### src/fcs_defs.svh
`ifndef FCS_DEFS_SVH
`define FCS_DEFS_SVH

// Beat FIFO depth, a power of two that fits the 4 bit level field
`define FCS_FIFO_DEPTH 8

// APB register offsets
`define FCS_ADDR_CTRL    8'h00
`define FCS_ADDR_DATA_HI 8'h04
`define FCS_ADDR_DATA_LO 8'h08
`define FCS_ADDR_PUSH    8'h0C
`define FCS_ADDR_STATUS  8'h10
`define FCS_ADDR_RESULT  8'h14
`define FCS_ADDR_EXPECT  8'h18

// Initial CRC register value
// Same as complementing the first 32 bits of the frame
`define FCS_CRC_SEED 32'hFFFF_FFFF

`endif

### src/fcs_pkg.sv
`default_nettype none

package fcs_pkg;

	// APB request as seen by the slave
	typedef struct packed {
		logic        psel;
		logic        penable;
		logic        pwrite;
		logic [7:0]  paddr;
		logic [31:0] pwdata;
	} apb_req_t;

	// APB response back to the master
	typedef struct packed {
		logic [31:0] prdata;
		logic        pready;
		logic        pslverr;
	} apb_rsp_t;

	// One frame beat
	// Byte 0 sits in data[63:56]
	typedef struct packed {
		logic [63:0] data;
		logic [3:0]  len;
		logic        last;
	} fcs_beat_t;

	// CTRL command opcodes
	typedef enum logic [1:0] {
		FCS_CMD_NOP   = 2'd0,
		FCS_CMD_START = 2'd1,
		FCS_CMD_ABORT = 2'd2
	} fcs_cmd_e;

	// Frame controller states
	typedef enum logic [1:0] {
		FCS_IDLE   = 2'd0,
		FCS_RUN    = 2'd1,
		FCS_FINISH = 2'd2,
		FCS_DONE   = 2'd3
	} fcs_state_e;

	// Controller status flags for STATUS
	typedef struct packed {
		logic busy;
		logic done;
		logic fcs_ok;
	} fcs_status_t;

endpackage

`default_nettype wire

### src/crc32_eth_x64.sv
`timescale 1ns/1ps
`default_nettype none

`include "fcs_defs.svh"

module crc32_eth_x64 (
	input  wire        clk,
	input  wire        reset,
	input  wire        init,
	input  wire        valid,
	input  wire [63:0] din,
	input  wire [3:0]  din_len,
	output logic [31:0] crc_out
);

	// Ethernet generator polynomial, normal form
	localparam logic [31:0] POLY = 32'h04C1_1DB7;

	logic [31:0] crc;
	logic [31:0] crc_next;

	// Fold up to eight left aligned bytes into the CRC
	function automatic logic [31:0] crc_fold(
		input logic [31:0] c_in,
		input logic [63:0] d,
		input logic [3:0]  n
	);
		logic [31:0] c;
		logic [7:0]  b;
		logic        fb;
		c = c_in;
		for (int i = 0; i < 8; i++) begin
			if (i < n) begin
				// Byte 0 first
				b = d[(7-i)*8 +: 8];
				// Each byte goes in LSB first as on the wire
				for (int j = 0; j < 8; j++) begin
					fb = b[j] ^ c[31];
					c  = {c[30:0], 1'b0};
					if (fb)
						c = c ^ POLY;
				end
			end
		end
		return c;
	endfunction

	// Zero length leaves crc unchanged
	assign crc_next = crc_fold(crc, din, din_len);

	always_ff @(posedge clk) begin
		if (reset || init)
			crc <= `FCS_CRC_SEED;
		else if (valid)
			crc <= crc_next;
	end

	// Complement and reverse the bits of each byte in place
	// Byte 3 of the output is the first FCS byte sent
	always_comb begin
		for (int k = 0; k < 4; k++) begin
			for (int m = 0; m < 8; m++)
				crc_out[k*8 + m] = ~crc[k*8 + 7 - m];
		end
	end

endmodule

`default_nettype wire

### src/fcs_apb_regs.sv
`timescale 1ns/1ps
`default_nettype none

`include "fcs_defs.svh"

module fcs_apb_regs (
	input  wire                     clk,
	input  wire                     reset,
	input  wire fcs_pkg::apb_req_t  apb_req,
	output fcs_pkg::apb_rsp_t       apb_rsp,
	output logic                    push,
	output fcs_pkg::fcs_beat_t      push_beat,
	input  wire                     fifo_full,
	input  wire [3:0]               fifo_level,
	output logic                    cmd_valid,
	output fcs_pkg::fcs_cmd_e       cmd,
	output logic [31:0]             fcs_expect,
	input  wire fcs_pkg::fcs_status_t status,
	input  wire [31:0]              result
);
	import fcs_pkg::*;

	// Staged beat words
	logic [31:0] data_hi;
	logic [31:0] data_lo;

	// Decoded access
	logic access;
	logic mapped;
	logic ro_write;
	logic push_bad;
	logic err;
	logic wr_ok;

	// ACCESS phase of a transfer
	assign access = apb_req.psel & apb_req.penable;

	// Address map check
	always_comb begin
		case (apb_req.paddr)
			`FCS_ADDR_CTRL, `FCS_ADDR_DATA_HI, `FCS_ADDR_DATA_LO, `FCS_ADDR_PUSH,
			`FCS_ADDR_STATUS, `FCS_ADDR_RESULT, `FCS_ADDR_EXPECT: mapped = 1'b1;
			default: mapped = 1'b0;
		endcase
	end

	// STATUS and RESULT are read only
	assign ro_write = apb_req.pwrite &
		((apb_req.paddr == `FCS_ADDR_STATUS) | (apb_req.paddr == `FCS_ADDR_RESULT));

	// Oversized beat or no room left in the FIFO
	assign push_bad = apb_req.pwrite & (apb_req.paddr == `FCS_ADDR_PUSH) &
		((apb_req.pwdata[3:0] > 4'd8) | fifo_full);

	assign err   = access & (~mapped | ro_write | push_bad);
	assign wr_ok = access & apb_req.pwrite & ~err;

	// Enqueue lands on the edge that ends ACCESS
	assign push = wr_ok & (apb_req.paddr == `FCS_ADDR_PUSH);

	assign push_beat.data = {data_hi, data_lo};
	assign push_beat.len  = apb_req.pwdata[3:0];
	assign push_beat.last = apb_req.pwdata[4];

	// Control registers
	always_ff @(posedge clk) begin
		if (reset) begin
			cmd_valid  <= 1'b0;
			cmd        <= FCS_CMD_NOP;
			fcs_expect <= 32'd0;
		end else begin
			// One cycle command pulse after the CTRL write
			cmd_valid <= wr_ok & (apb_req.paddr == `FCS_ADDR_CTRL);
			if (wr_ok & (apb_req.paddr == `FCS_ADDR_CTRL))
				cmd <= fcs_cmd_e'(apb_req.pwdata[1:0]);
			if (wr_ok & (apb_req.paddr == `FCS_ADDR_EXPECT))
				fcs_expect <= apb_req.pwdata;
		end
	end

	// Beat staging words
	always_ff @(posedge clk) begin
		if (wr_ok & (apb_req.paddr == `FCS_ADDR_DATA_HI))
			data_hi <= apb_req.pwdata;
		if (wr_ok & (apb_req.paddr == `FCS_ADDR_DATA_LO))
			data_lo <= apb_req.pwdata;
	end

	// Read mux
	// Write only registers read back as zero
	always_comb begin
		apb_rsp.prdata = 32'd0;
		if (access & ~apb_req.pwrite) begin
			case (apb_req.paddr)
				`FCS_ADDR_DATA_HI: apb_rsp.prdata = data_hi;
				`FCS_ADDR_DATA_LO: apb_rsp.prdata = data_lo;
				`FCS_ADDR_STATUS:
					apb_rsp.prdata = {20'd0, fifo_level, 5'd0,
						status.fcs_ok, status.done, status.busy};
				`FCS_ADDR_RESULT:  apb_rsp.prdata = result;
				`FCS_ADDR_EXPECT:  apb_rsp.prdata = fcs_expect;
				default:           apb_rsp.prdata = 32'd0;
			endcase
		end
	end

	// No wait states
	assign apb_rsp.pready  = 1'b1;
	assign apb_rsp.pslverr = err;

endmodule

`default_nettype wire

### src/fcs_beat_fifo.sv
`timescale 1ns/1ps
`default_nettype none

`include "fcs_defs.svh"

module fcs_beat_fifo (
	input  wire                      clk,
	input  wire                      reset,
	input  wire                      push,
	input  wire fcs_pkg::fcs_beat_t  push_beat,
	input  wire                      pop,
	input  wire                      flush,
	output fcs_pkg::fcs_beat_t       head,
	output logic                     empty,
	output logic                     full,
	output logic [3:0]               level
);
	import fcs_pkg::*;

	localparam int PTR_W = $clog2(`FCS_FIFO_DEPTH);

	// Beat storage
	fcs_beat_t mem [`FCS_FIFO_DEPTH];

	logic [PTR_W-1:0] wr_ptr;
	logic [PTR_W-1:0] rd_ptr;
	logic [3:0]       count;

	// Storage write
	// Pointers wrap on their own since depth is a power of two
	always_ff @(posedge clk) begin
		if (push)
			mem[wr_ptr] <= push_beat;
	end

	always_ff @(posedge clk) begin
		if (reset || flush) begin
			wr_ptr <= '0;
			rd_ptr <= '0;
			count  <= 4'd0;
		end else begin
			if (push)
				wr_ptr <= wr_ptr + 1'b1;
			if (pop)
				rd_ptr <= rd_ptr + 1'b1;
			// Level tracks net change
			case ({push, pop})
				2'b10:   count <= count + 4'd1;
				2'b01:   count <= count - 4'd1;
				default: count <= count;
			endcase
		end
	end

	// Show ahead head beat
	assign head  = mem[rd_ptr];
	assign empty = (count == 4'd0);
	assign full  = (count == 4'(`FCS_FIFO_DEPTH));
	assign level = count;

endmodule

`default_nettype wire

### src/fcs_ctrl.sv
`timescale 1ns/1ps
`default_nettype none

module fcs_ctrl (
	input  wire                      clk,
	input  wire                      reset,
	input  wire                      cmd_valid,
	input  wire fcs_pkg::fcs_cmd_e   cmd,
	input  wire fcs_pkg::fcs_beat_t  head,
	input  wire                      empty,
	output logic                     pop,
	output logic                     flush,
	output logic                     crc_init,
	output logic                     crc_valid,
	output logic [63:0]              crc_data,
	output logic [3:0]               crc_len,
	input  wire [31:0]               crc_in,
	input  wire [31:0]               fcs_expect,
	output fcs_pkg::fcs_status_t     status,
	output logic [31:0]              result
);
	import fcs_pkg::*;

	fcs_state_e state;
	fcs_state_e state_next;

	logic start_cmd;
	logic abort_cmd;
	logic fcs_ok;

	// Decoded command pulses
	assign start_cmd = cmd_valid & (cmd == FCS_CMD_START);
	assign abort_cmd = cmd_valid & (cmd == FCS_CMD_ABORT);

	// Seed the engine on the same edge that enters RUN
	assign crc_init = start_cmd;

	// Abort drops every queued beat
	assign flush = abort_cmd;

	// Pop one beat per cycle in RUN
	// A command in the same cycle takes priority over the pop
	assign pop = (state == FCS_RUN) & ~empty & ~start_cmd & ~abort_cmd;

	// Popped beat goes straight to the engine
	assign crc_valid = pop;
	assign crc_data  = head.data;
	assign crc_len   = head.len;

	always_comb begin
		state_next = state;
		case (state)
			FCS_IDLE:   state_next = FCS_IDLE;
			FCS_RUN: begin
				// Last beat of the frame ends the run
				if (pop && head.last)
					state_next = FCS_FINISH;
			end
			// Engine output is settled one cycle after the last beat
			FCS_FINISH: state_next = FCS_DONE;
			FCS_DONE:   state_next = FCS_DONE;
			default:    state_next = FCS_IDLE;
		endcase
		// Commands override from any state
		if (abort_cmd)
			state_next = FCS_IDLE;
		else if (start_cmd)
			state_next = FCS_RUN;
	end

	always_ff @(posedge clk) begin
		if (reset) begin
			state  <= FCS_IDLE;
			fcs_ok <= 1'b0;
			result <= 32'd0;
		end else begin
			state <= state_next;
			// Compare flag is stale once a new frame starts
			if (start_cmd || abort_cmd)
				fcs_ok <= 1'b0;
			else if (state == FCS_FINISH) begin
				// Capture once per frame
				result <= crc_in;
				fcs_ok <= (crc_in == fcs_expect);
			end
		end
	end

	assign status.busy   = (state == FCS_RUN) | (state == FCS_FINISH);
	assign status.done   = (state == FCS_DONE);
	assign status.fcs_ok = fcs_ok;

endmodule

`default_nettype wire

### src/fcs_top.sv
`timescale 1ns/1ps
`default_nettype none

module fcs_top (
	input  wire                     clk,
	input  wire                     reset,
	input  wire fcs_pkg::apb_req_t  apb_req,
	output fcs_pkg::apb_rsp_t       apb_rsp
);
	import fcs_pkg::*;

	// Register block to FIFO
	logic        push;
	fcs_beat_t   push_beat;

	// FIFO outputs
	fcs_beat_t   head;
	logic        empty;
	logic        full;
	logic [3:0]  level;

	// Command path and status
	logic        cmd_valid;
	fcs_cmd_e    cmd;
	logic [31:0] fcs_expect;
	fcs_status_t status;
	logic [31:0] result;

	// Controller to FIFO and engine
	logic        pop;
	logic        flush;
	logic        crc_init;
	logic        crc_valid;
	logic [63:0] crc_data;
	logic [3:0]  crc_len;
	logic [31:0] crc_out;

	fcs_apb_regs regs0 (
		.clk        (clk),
		.reset      (reset),
		.apb_req    (apb_req),
		.apb_rsp    (apb_rsp),
		.push       (push),
		.push_beat  (push_beat),
		.fifo_full  (full),
		.fifo_level (level),
		.cmd_valid  (cmd_valid),
		.cmd        (cmd),
		.fcs_expect (fcs_expect),
		.status     (status),
		.result     (result)
	);

	fcs_beat_fifo fifo0 (
		.clk       (clk),
		.reset     (reset),
		.push      (push),
		.push_beat (push_beat),
		.pop       (pop),
		.flush     (flush),
		.head      (head),
		.empty     (empty),
		.full      (full),
		.level     (level)
	);

	crc32_eth_x64 crc0 (
		.clk     (clk),
		.reset   (reset),
		.init    (crc_init),
		.valid   (crc_valid),
		.din     (crc_data),
		.din_len (crc_len),
		.crc_out (crc_out)
	);

	fcs_ctrl ctrl0 (
		.clk        (clk),
		.reset      (reset),
		.cmd_valid  (cmd_valid),
		.cmd        (cmd),
		.head       (head),
		.empty      (empty),
		.pop        (pop),
		.flush      (flush),
		.crc_init   (crc_init),
		.crc_valid  (crc_valid),
		.crc_data   (crc_data),
		.crc_len    (crc_len),
		.crc_in     (crc_out),
		.fcs_expect (fcs_expect),
		.status     (status),
		.result     (result)
	);

endmodule

`default_nettype wire

### config.mk
export PLATFORM = sky130hd
export DESIGN_NAME = fcs_top
export DESIGN_NICKNAME = d
export VERILOG_FILES = /design/src/fcs_pkg.sv /design/src/crc32_eth_x64.sv /design/src/fcs_apb_regs.sv /design/src/fcs_beat_fifo.sv /design/src/fcs_ctrl.sv /design/src/fcs_top.sv
export VERILOG_INCLUDE_DIRS = /design/src
export SDC_FILE = /design/constraint.sdc
export NUM_CORES = 1
export LEC_CHECK = 0
export BUFFER_PORTS_ARGS = -buffer_cell sky130_fd_sc_hd__buf_2
export CAP_MARGIN = 20
export CORE_MARGIN = 2
export CORE_UTILIZATION = 50
export DETAILED_ROUTE_END_ITERATION = 8
export PLACE_DENSITY = 0.76
export SLEW_MARGIN = 20
export SYNTH_ARGS = -nofsm -noshare
export SYNTH_HDL_FRONTEND = slang
export SYNTH_SLANG_ARGS = --single-unit
### constraint.sdc
create_clock -name clk -period 12.46 [get_ports clk]
set_clock_uncertainty 0.1 [all_clocks]
set_input_delay 0.623 -clock clk [delete_from_list [all_inputs] [get_ports clk]]
set_output_delay 0.623 -clock clk [all_outputs]
set_load 0.1 [all_outputs]
### Word-level counts from Yosys, hierarchy flattened

Memories as Yosys holds them, arrays and structs flattened. A register that Yosys moved wholly into a read port is not among the register bits.
Cells that the tools add are included.

| storage, ports and cells | value |
|---|---|
| register bits after elaboration | 176 |
| RAM bits | 552 |
| bits of input ports | 45 |
| word-level logic and storage cells | 387 |
| memories kept | 1 |

Memories:

| name | depth | width | read ports | clocked after memory_dff | wr ports | line | RTL |
|---|---|---|---|---|---|---|---|
| fifo0.mem | 8 | 69 | 1 | 1 | 1 | fcs_beat_fifo.sv:23 | `` fcs_beat_t mem [`FCS_FIFO_DEPTH]; `` |

| operators by class | value |
|---|---|
| add/subtract/negate cells | 4 |
| order comparisons | 9 |
| eq/ne operators | 17 |
| multiplexer cells | 139 |
| bitwise gates (word level) | 190 |
| reduce and logical (&&, ||, !) cells | 14 |

Operator list:

| cell | number |
|---|---|
| $mux 32 | 65 |
| $mux 27 | 64 |
| $not 14->14 | 64 |
| $pmux 32 s5 | 1 |
| $xor 1x1->1 | 64 |
| $not 1->1 | 39 |
| $eq 32x32->1 | 1 |
| $eq 8x5->1 const B | 3 |
| $and 1x1->1 | 18 |
| $eq 8x4->1 const B | 2 |
| $lt 3x4->1 const A | 4 |
| $eq 2x2->1 const B | 4 |
| $eq 8x3->1 const B | 1 |
| $logic_not 8->1 | 1 |
| $lt 1x4->1 const A | 2 |
| $lt 2x4->1 const A | 2 |
| $pmux 4 s2 | 1 |
| $reduce_or 7->1 | 1 |
| $add 3x1->3 const B | 2 |
| $eq 2x1->1 const B | 3 |
| $mux 3 | 2 |
| $pmux 2 s3 | 1 |
| $reduce_or 2->1 | 3 |
| $or 1x1->1 | 5 |
| 15 further kinds | 20 |

### Longest topological paths before layout

| logic depth | value |
|---|---|
| word-level depth | 192 |
| depth in mapped cells | 40 |

### By module

Synthesis repeated with hierarchy kept, for this count alone.

| unflattened totals | value |
|---|---|
| cell total of the unflattened synthesis | 3136 |
| area total of the unflattened synthesis | 41169.5 sq um |

By module, submodules not included:

| module | times used | cells an instance | area an instance (sq um) | sequential area each (sq um) |
|---|---|---|---|---|
| fcs_beat_fifo | 1 | 872 | 21360.5 | 16836.1 |
| crc32_eth_x64 | 1 | 1610 | 12929.9 | 640.6 |
| fcs_apb_regs | 1 | 375 | 4644.5 | 2622.5 |
| fcs_ctrl | 1 | 279 | 2234.6 | 700.7 |

### Least setup slack after synthesis

No wires, ideal clock.

| timing path | value |
|---|---|
| path type | register -> register |
| start | register (tool-made name) |
| end | register crc0.crc[8] |
| library setup time | 0.126 ns |
| arrival | 9.707 ns |
| path slack | 2.527 ns |
| stages on the path, launching flop included | 37 |
| path buffers | 5 |
| path through | dfxtp_1 -> buf_6 -> buf_8 -> buf_8 -> mux4_2 -> mux2i_4 -> xor2_2 -> xnor2_1 -> xnor3_1 -> a211o_1 -> a21oi_1 -> o31ai_4 -> xnor2_4 -> xnor3_2 -> xnor2_1 -> mux2i_1 -> or2_2 -> buf_2 -> xnor3_1 -> mux2i_1 -> xor2_1 -> buf_4 -> xnor2_1 -> a221o_2 -> xnor2_2 -> xnor2_2 -> xnor3_1 -> a21oi_1 -> xnor2_1 -> nor3_1 -> o41ai_1 -> nand4_1 -> xor2_2 -> xnor3_1 -> xnor2_1 -> a21oi_1 -> o21ai_1 |

RTL lines:

| what | line | RTL |
|---|---|---|
| to (signal assigned) | crc32_eth_x64.sv:53 | `` crc <= `FCS_CRC_SEED; `` |
| to (signal assigned) | crc32_eth_x64.sv:55 | `crc <= crc_next;` |
| to (decl) | crc32_eth_x64.sv:19 | `logic [31:0] crc;` |

==> metrics.yaml <==
drt-wirelength-per-cell_um: 27.3
place_area_mm2: 0.0422
path_clk_slew_ns: 0.06
fp.dieArea_mm2: 0.0832
end_kind: "register"
cpPeakStageDelay_ns: 0.72
io_pins: 79
worst-endpoint-required_ns: 12.86
powerDensity_mw_per_mm2: 106
post-route-cell-area_mm2: 0.0445
synth_nets: 3169
synth.distinct_cells: 115
post_cts_buffers: 0
drc: 0
holdCritPathClass: "in -> reg"
grt_pass1_wl_um: 173000
synth-seq-cells: 731
crit_arrival_ns: 12.11
drive_above_1_share: 0.173
hold_violations: 0
final_antenna_net_count: 0
area_growth_pct: 10.0
cts_hold_buf: 0
worstSetupPathType: "reg -> reg"
place_hpwl_um: 82200
nets: 3237
finalWirelength_um: 117000
grt_usage: 0.283
r2r-end: "crc0.crc[8]"
vias_per_cell: 6.34
max_cap_viol_count: 0
synth_top_area_cell: "edfxtp_1"
fin_ws_ns: 0.747
grt_overflow: 0
status: "complete, no violations"
period_needed_ns: 11.71
min_path_cells: 1
setup_viol: 0
tritoncts: "done"
rows: 104
cts_root_buf: "clkbuf_16"
synth-edff-count: 616
htreeDepth: 3
synthTopCellsByArea: "edfxtp_1 (46%), xnor2_1 (7.1%), mux4_2 (6.8%), dfxtp_1 (5.7%), xnor3_1 (3.5%)"
synth_top_area_frac: 0.457
initial_core_util: 0.504
ff2ff_setup_slack_ns: 0.75
holdPathEnd: "regs0.data_lo[15]"
hold_ws_ns: 0.0877
pre_cts_ws_ns: 0.997
yosysSeqAreaShare: 0.514
die-width_um: 288
die_y_um: 288
cts_resized: 0
via_count: 27200
synth_flop_cell: "edfxtp_1"
core_area_mm2: 0.0803
tns_ns: 0
ys_warn_count: 0
synthesis.instances: 3114
critPathMaxFanout: 33
grt_pass1_vias: 26300
cts_sinks: 731
vdd_drop_max_v: 0.000190
drtPass1Iterations: 6
grt_max_degree: 70
relSlewSlack: 0.185
io_buffers: 77
startpoint_type: "register"
antenna_found_initial: 2
gp_congestion: 1.01
tightest_slew_ns: 1.19
worstRegToRegCells: 33
p_leak_uw: 0.0149
hold_start: "apb_req[15]"
power.total_uw: 4740
cp_slowest_cell: "dfxtp_4"
insertion_delay_ns: 0.64
syn_area_per_cell_um2: 13.0
numCtsBuffers: 69
post-route-period-util: 0.940
cts_buffer_depth: 3
drt_iter0_markers: 3828
cp_common_cell: "xnor2_1"
netlist_area_mm2: 0.0404
rsz0062_at_grt: "no"
synthArstFlopShare: 0
fmax_ghz: 0.0854
drv_slew: 0
[stage by stage]
step,std cells,util
3_5_place_dp,4171,0.526
5_1_grt,4298,0.554
4_1_cts,4298,0.554
2_1_floorplan,3114,-
6_report,4300,0.554
3_3_place_gp,4171,0.526
[worst max-delay path, delay by kind of cell, from the launching register on]
family / cells / cell delay (ns)
and+or+nand+nor: 7 / 2.22
AOI/OAI and AO/OA: 12 / 3.97
DFF: 1 / 0.72
xor gates and xnor gates: 11 / 3.70
buffers and inverters: 1 / 0.21
muxes: 2 / 0.60
[logic make-up after synthesis]
logic type | after synthesis | share of synthesized area
simple gates | 683 | 0.0818
mux | 297 | 0.113
other cells | 1 | 0.0000927
fa+ha+maj | 10 | 0.00328
buf+inv | 198 | 0.0217
flops | 731 | 0.514
compound gates | 594 | 0.0998
xor+xnor | 600 | 0.166
[worst max path at each step]
| stage | endpoint | slack, ns | cells past startpoint |
|---|---|---|---|
| floorplan | crc0.crc[8] | 2.53 | 36 |
| global placement | crc0.crc[9] | 1.12 | 32 |
| detailed placement | crc0.crc[8] | 1.0 | 32 |
| CTS | crc0.crc[8] | 0.93 | 35 |
| global route | crc0.crc[8] | 0.06 | 34 |
| finish | crc0.crc[8] | 0.75 | 33 |
[cells in the mapped netlist (18+ instances only)]
cell type / count
or3_1: 18
mux4_2: 122
nand3_1: 35
buf_1: 25
mux2_2: 30
xnor2_1: 329
clkbuf_1: 120
nor2_1: 214
nand4_1: 18
dfxtp_1: 115
a211oi_1: 55
o21ai_0: 91
o211ai_1: 33
a22oi_1: 71
mux2i_1: 139
xor2_1: 158
inv_1: 22
nand2_1: 214
edfxtp_1: 616
xnor3_1: 62
and2_1: 18
a21oi_1: 186
nor3_1: 47
[registers in the layout (all words and copies together) (netlist names), named ones only]
register	cells
ctrl0.state	2
ctrl0.result	32
crc0.crc	32
fifo0.mem	552
fifo0.level	4
fifo0.rd_ptr	3
regs0.cmd_valid	1
regs0.data_lo	32
regs0.fcs_expect	32
fifo0.wr_ptr	3
ctrl0.fcs_ok	1
regs0.data_hi	32
regs0.cmd	2
[cell type report]
cell class	count	area, um2
Tap cell	1060	1330
Sequential cell	731	20800
Clock inverter	31	363
Antenna cell	2	5.00
Inverter	22	82.6
Clock buffer	96	1910
Fill cell	6341	35800
Multi-Input combinational cell	2185	18900
Timing Repair Buffer	173	1110
[layer usage]
metal	wire, um	up-vias	global-route usage
met1	45700	13500	0.388
met3	12600	310	0.0574
met4	6300	4	0.135
met2	52800	1635	0.435
met5	21	-	0
li1	-	11800	-
[report_power, final]
| group | leakage, uW | switching [uW] | internal (uW) |
|---|---|---|---|
| logic | 0.00737 | 24.8 | 8.71 |
| clock network | 0.00109 | 927 | 1160 |
| registers | 0.00646 | 0.0171 | 2620 |
[cell usage in the layout, fill, tap and decap left out, types with 55 or more instances in the layout]
cell,n
buf_2,77
xnor2_1,329
a21oi_1,184
clkbuf_16,70
o21ai_0,90
a22oi_1,71
a211oi_1,55
nor2_1,206
nand2_1,214
mux2i_1,135
xnor3_1,62
xor2_1,158
mux4_2,122
buf_4,96
edfxtp_1,616
dfxtp_1,112
Power figures use the tool's default switching activity.
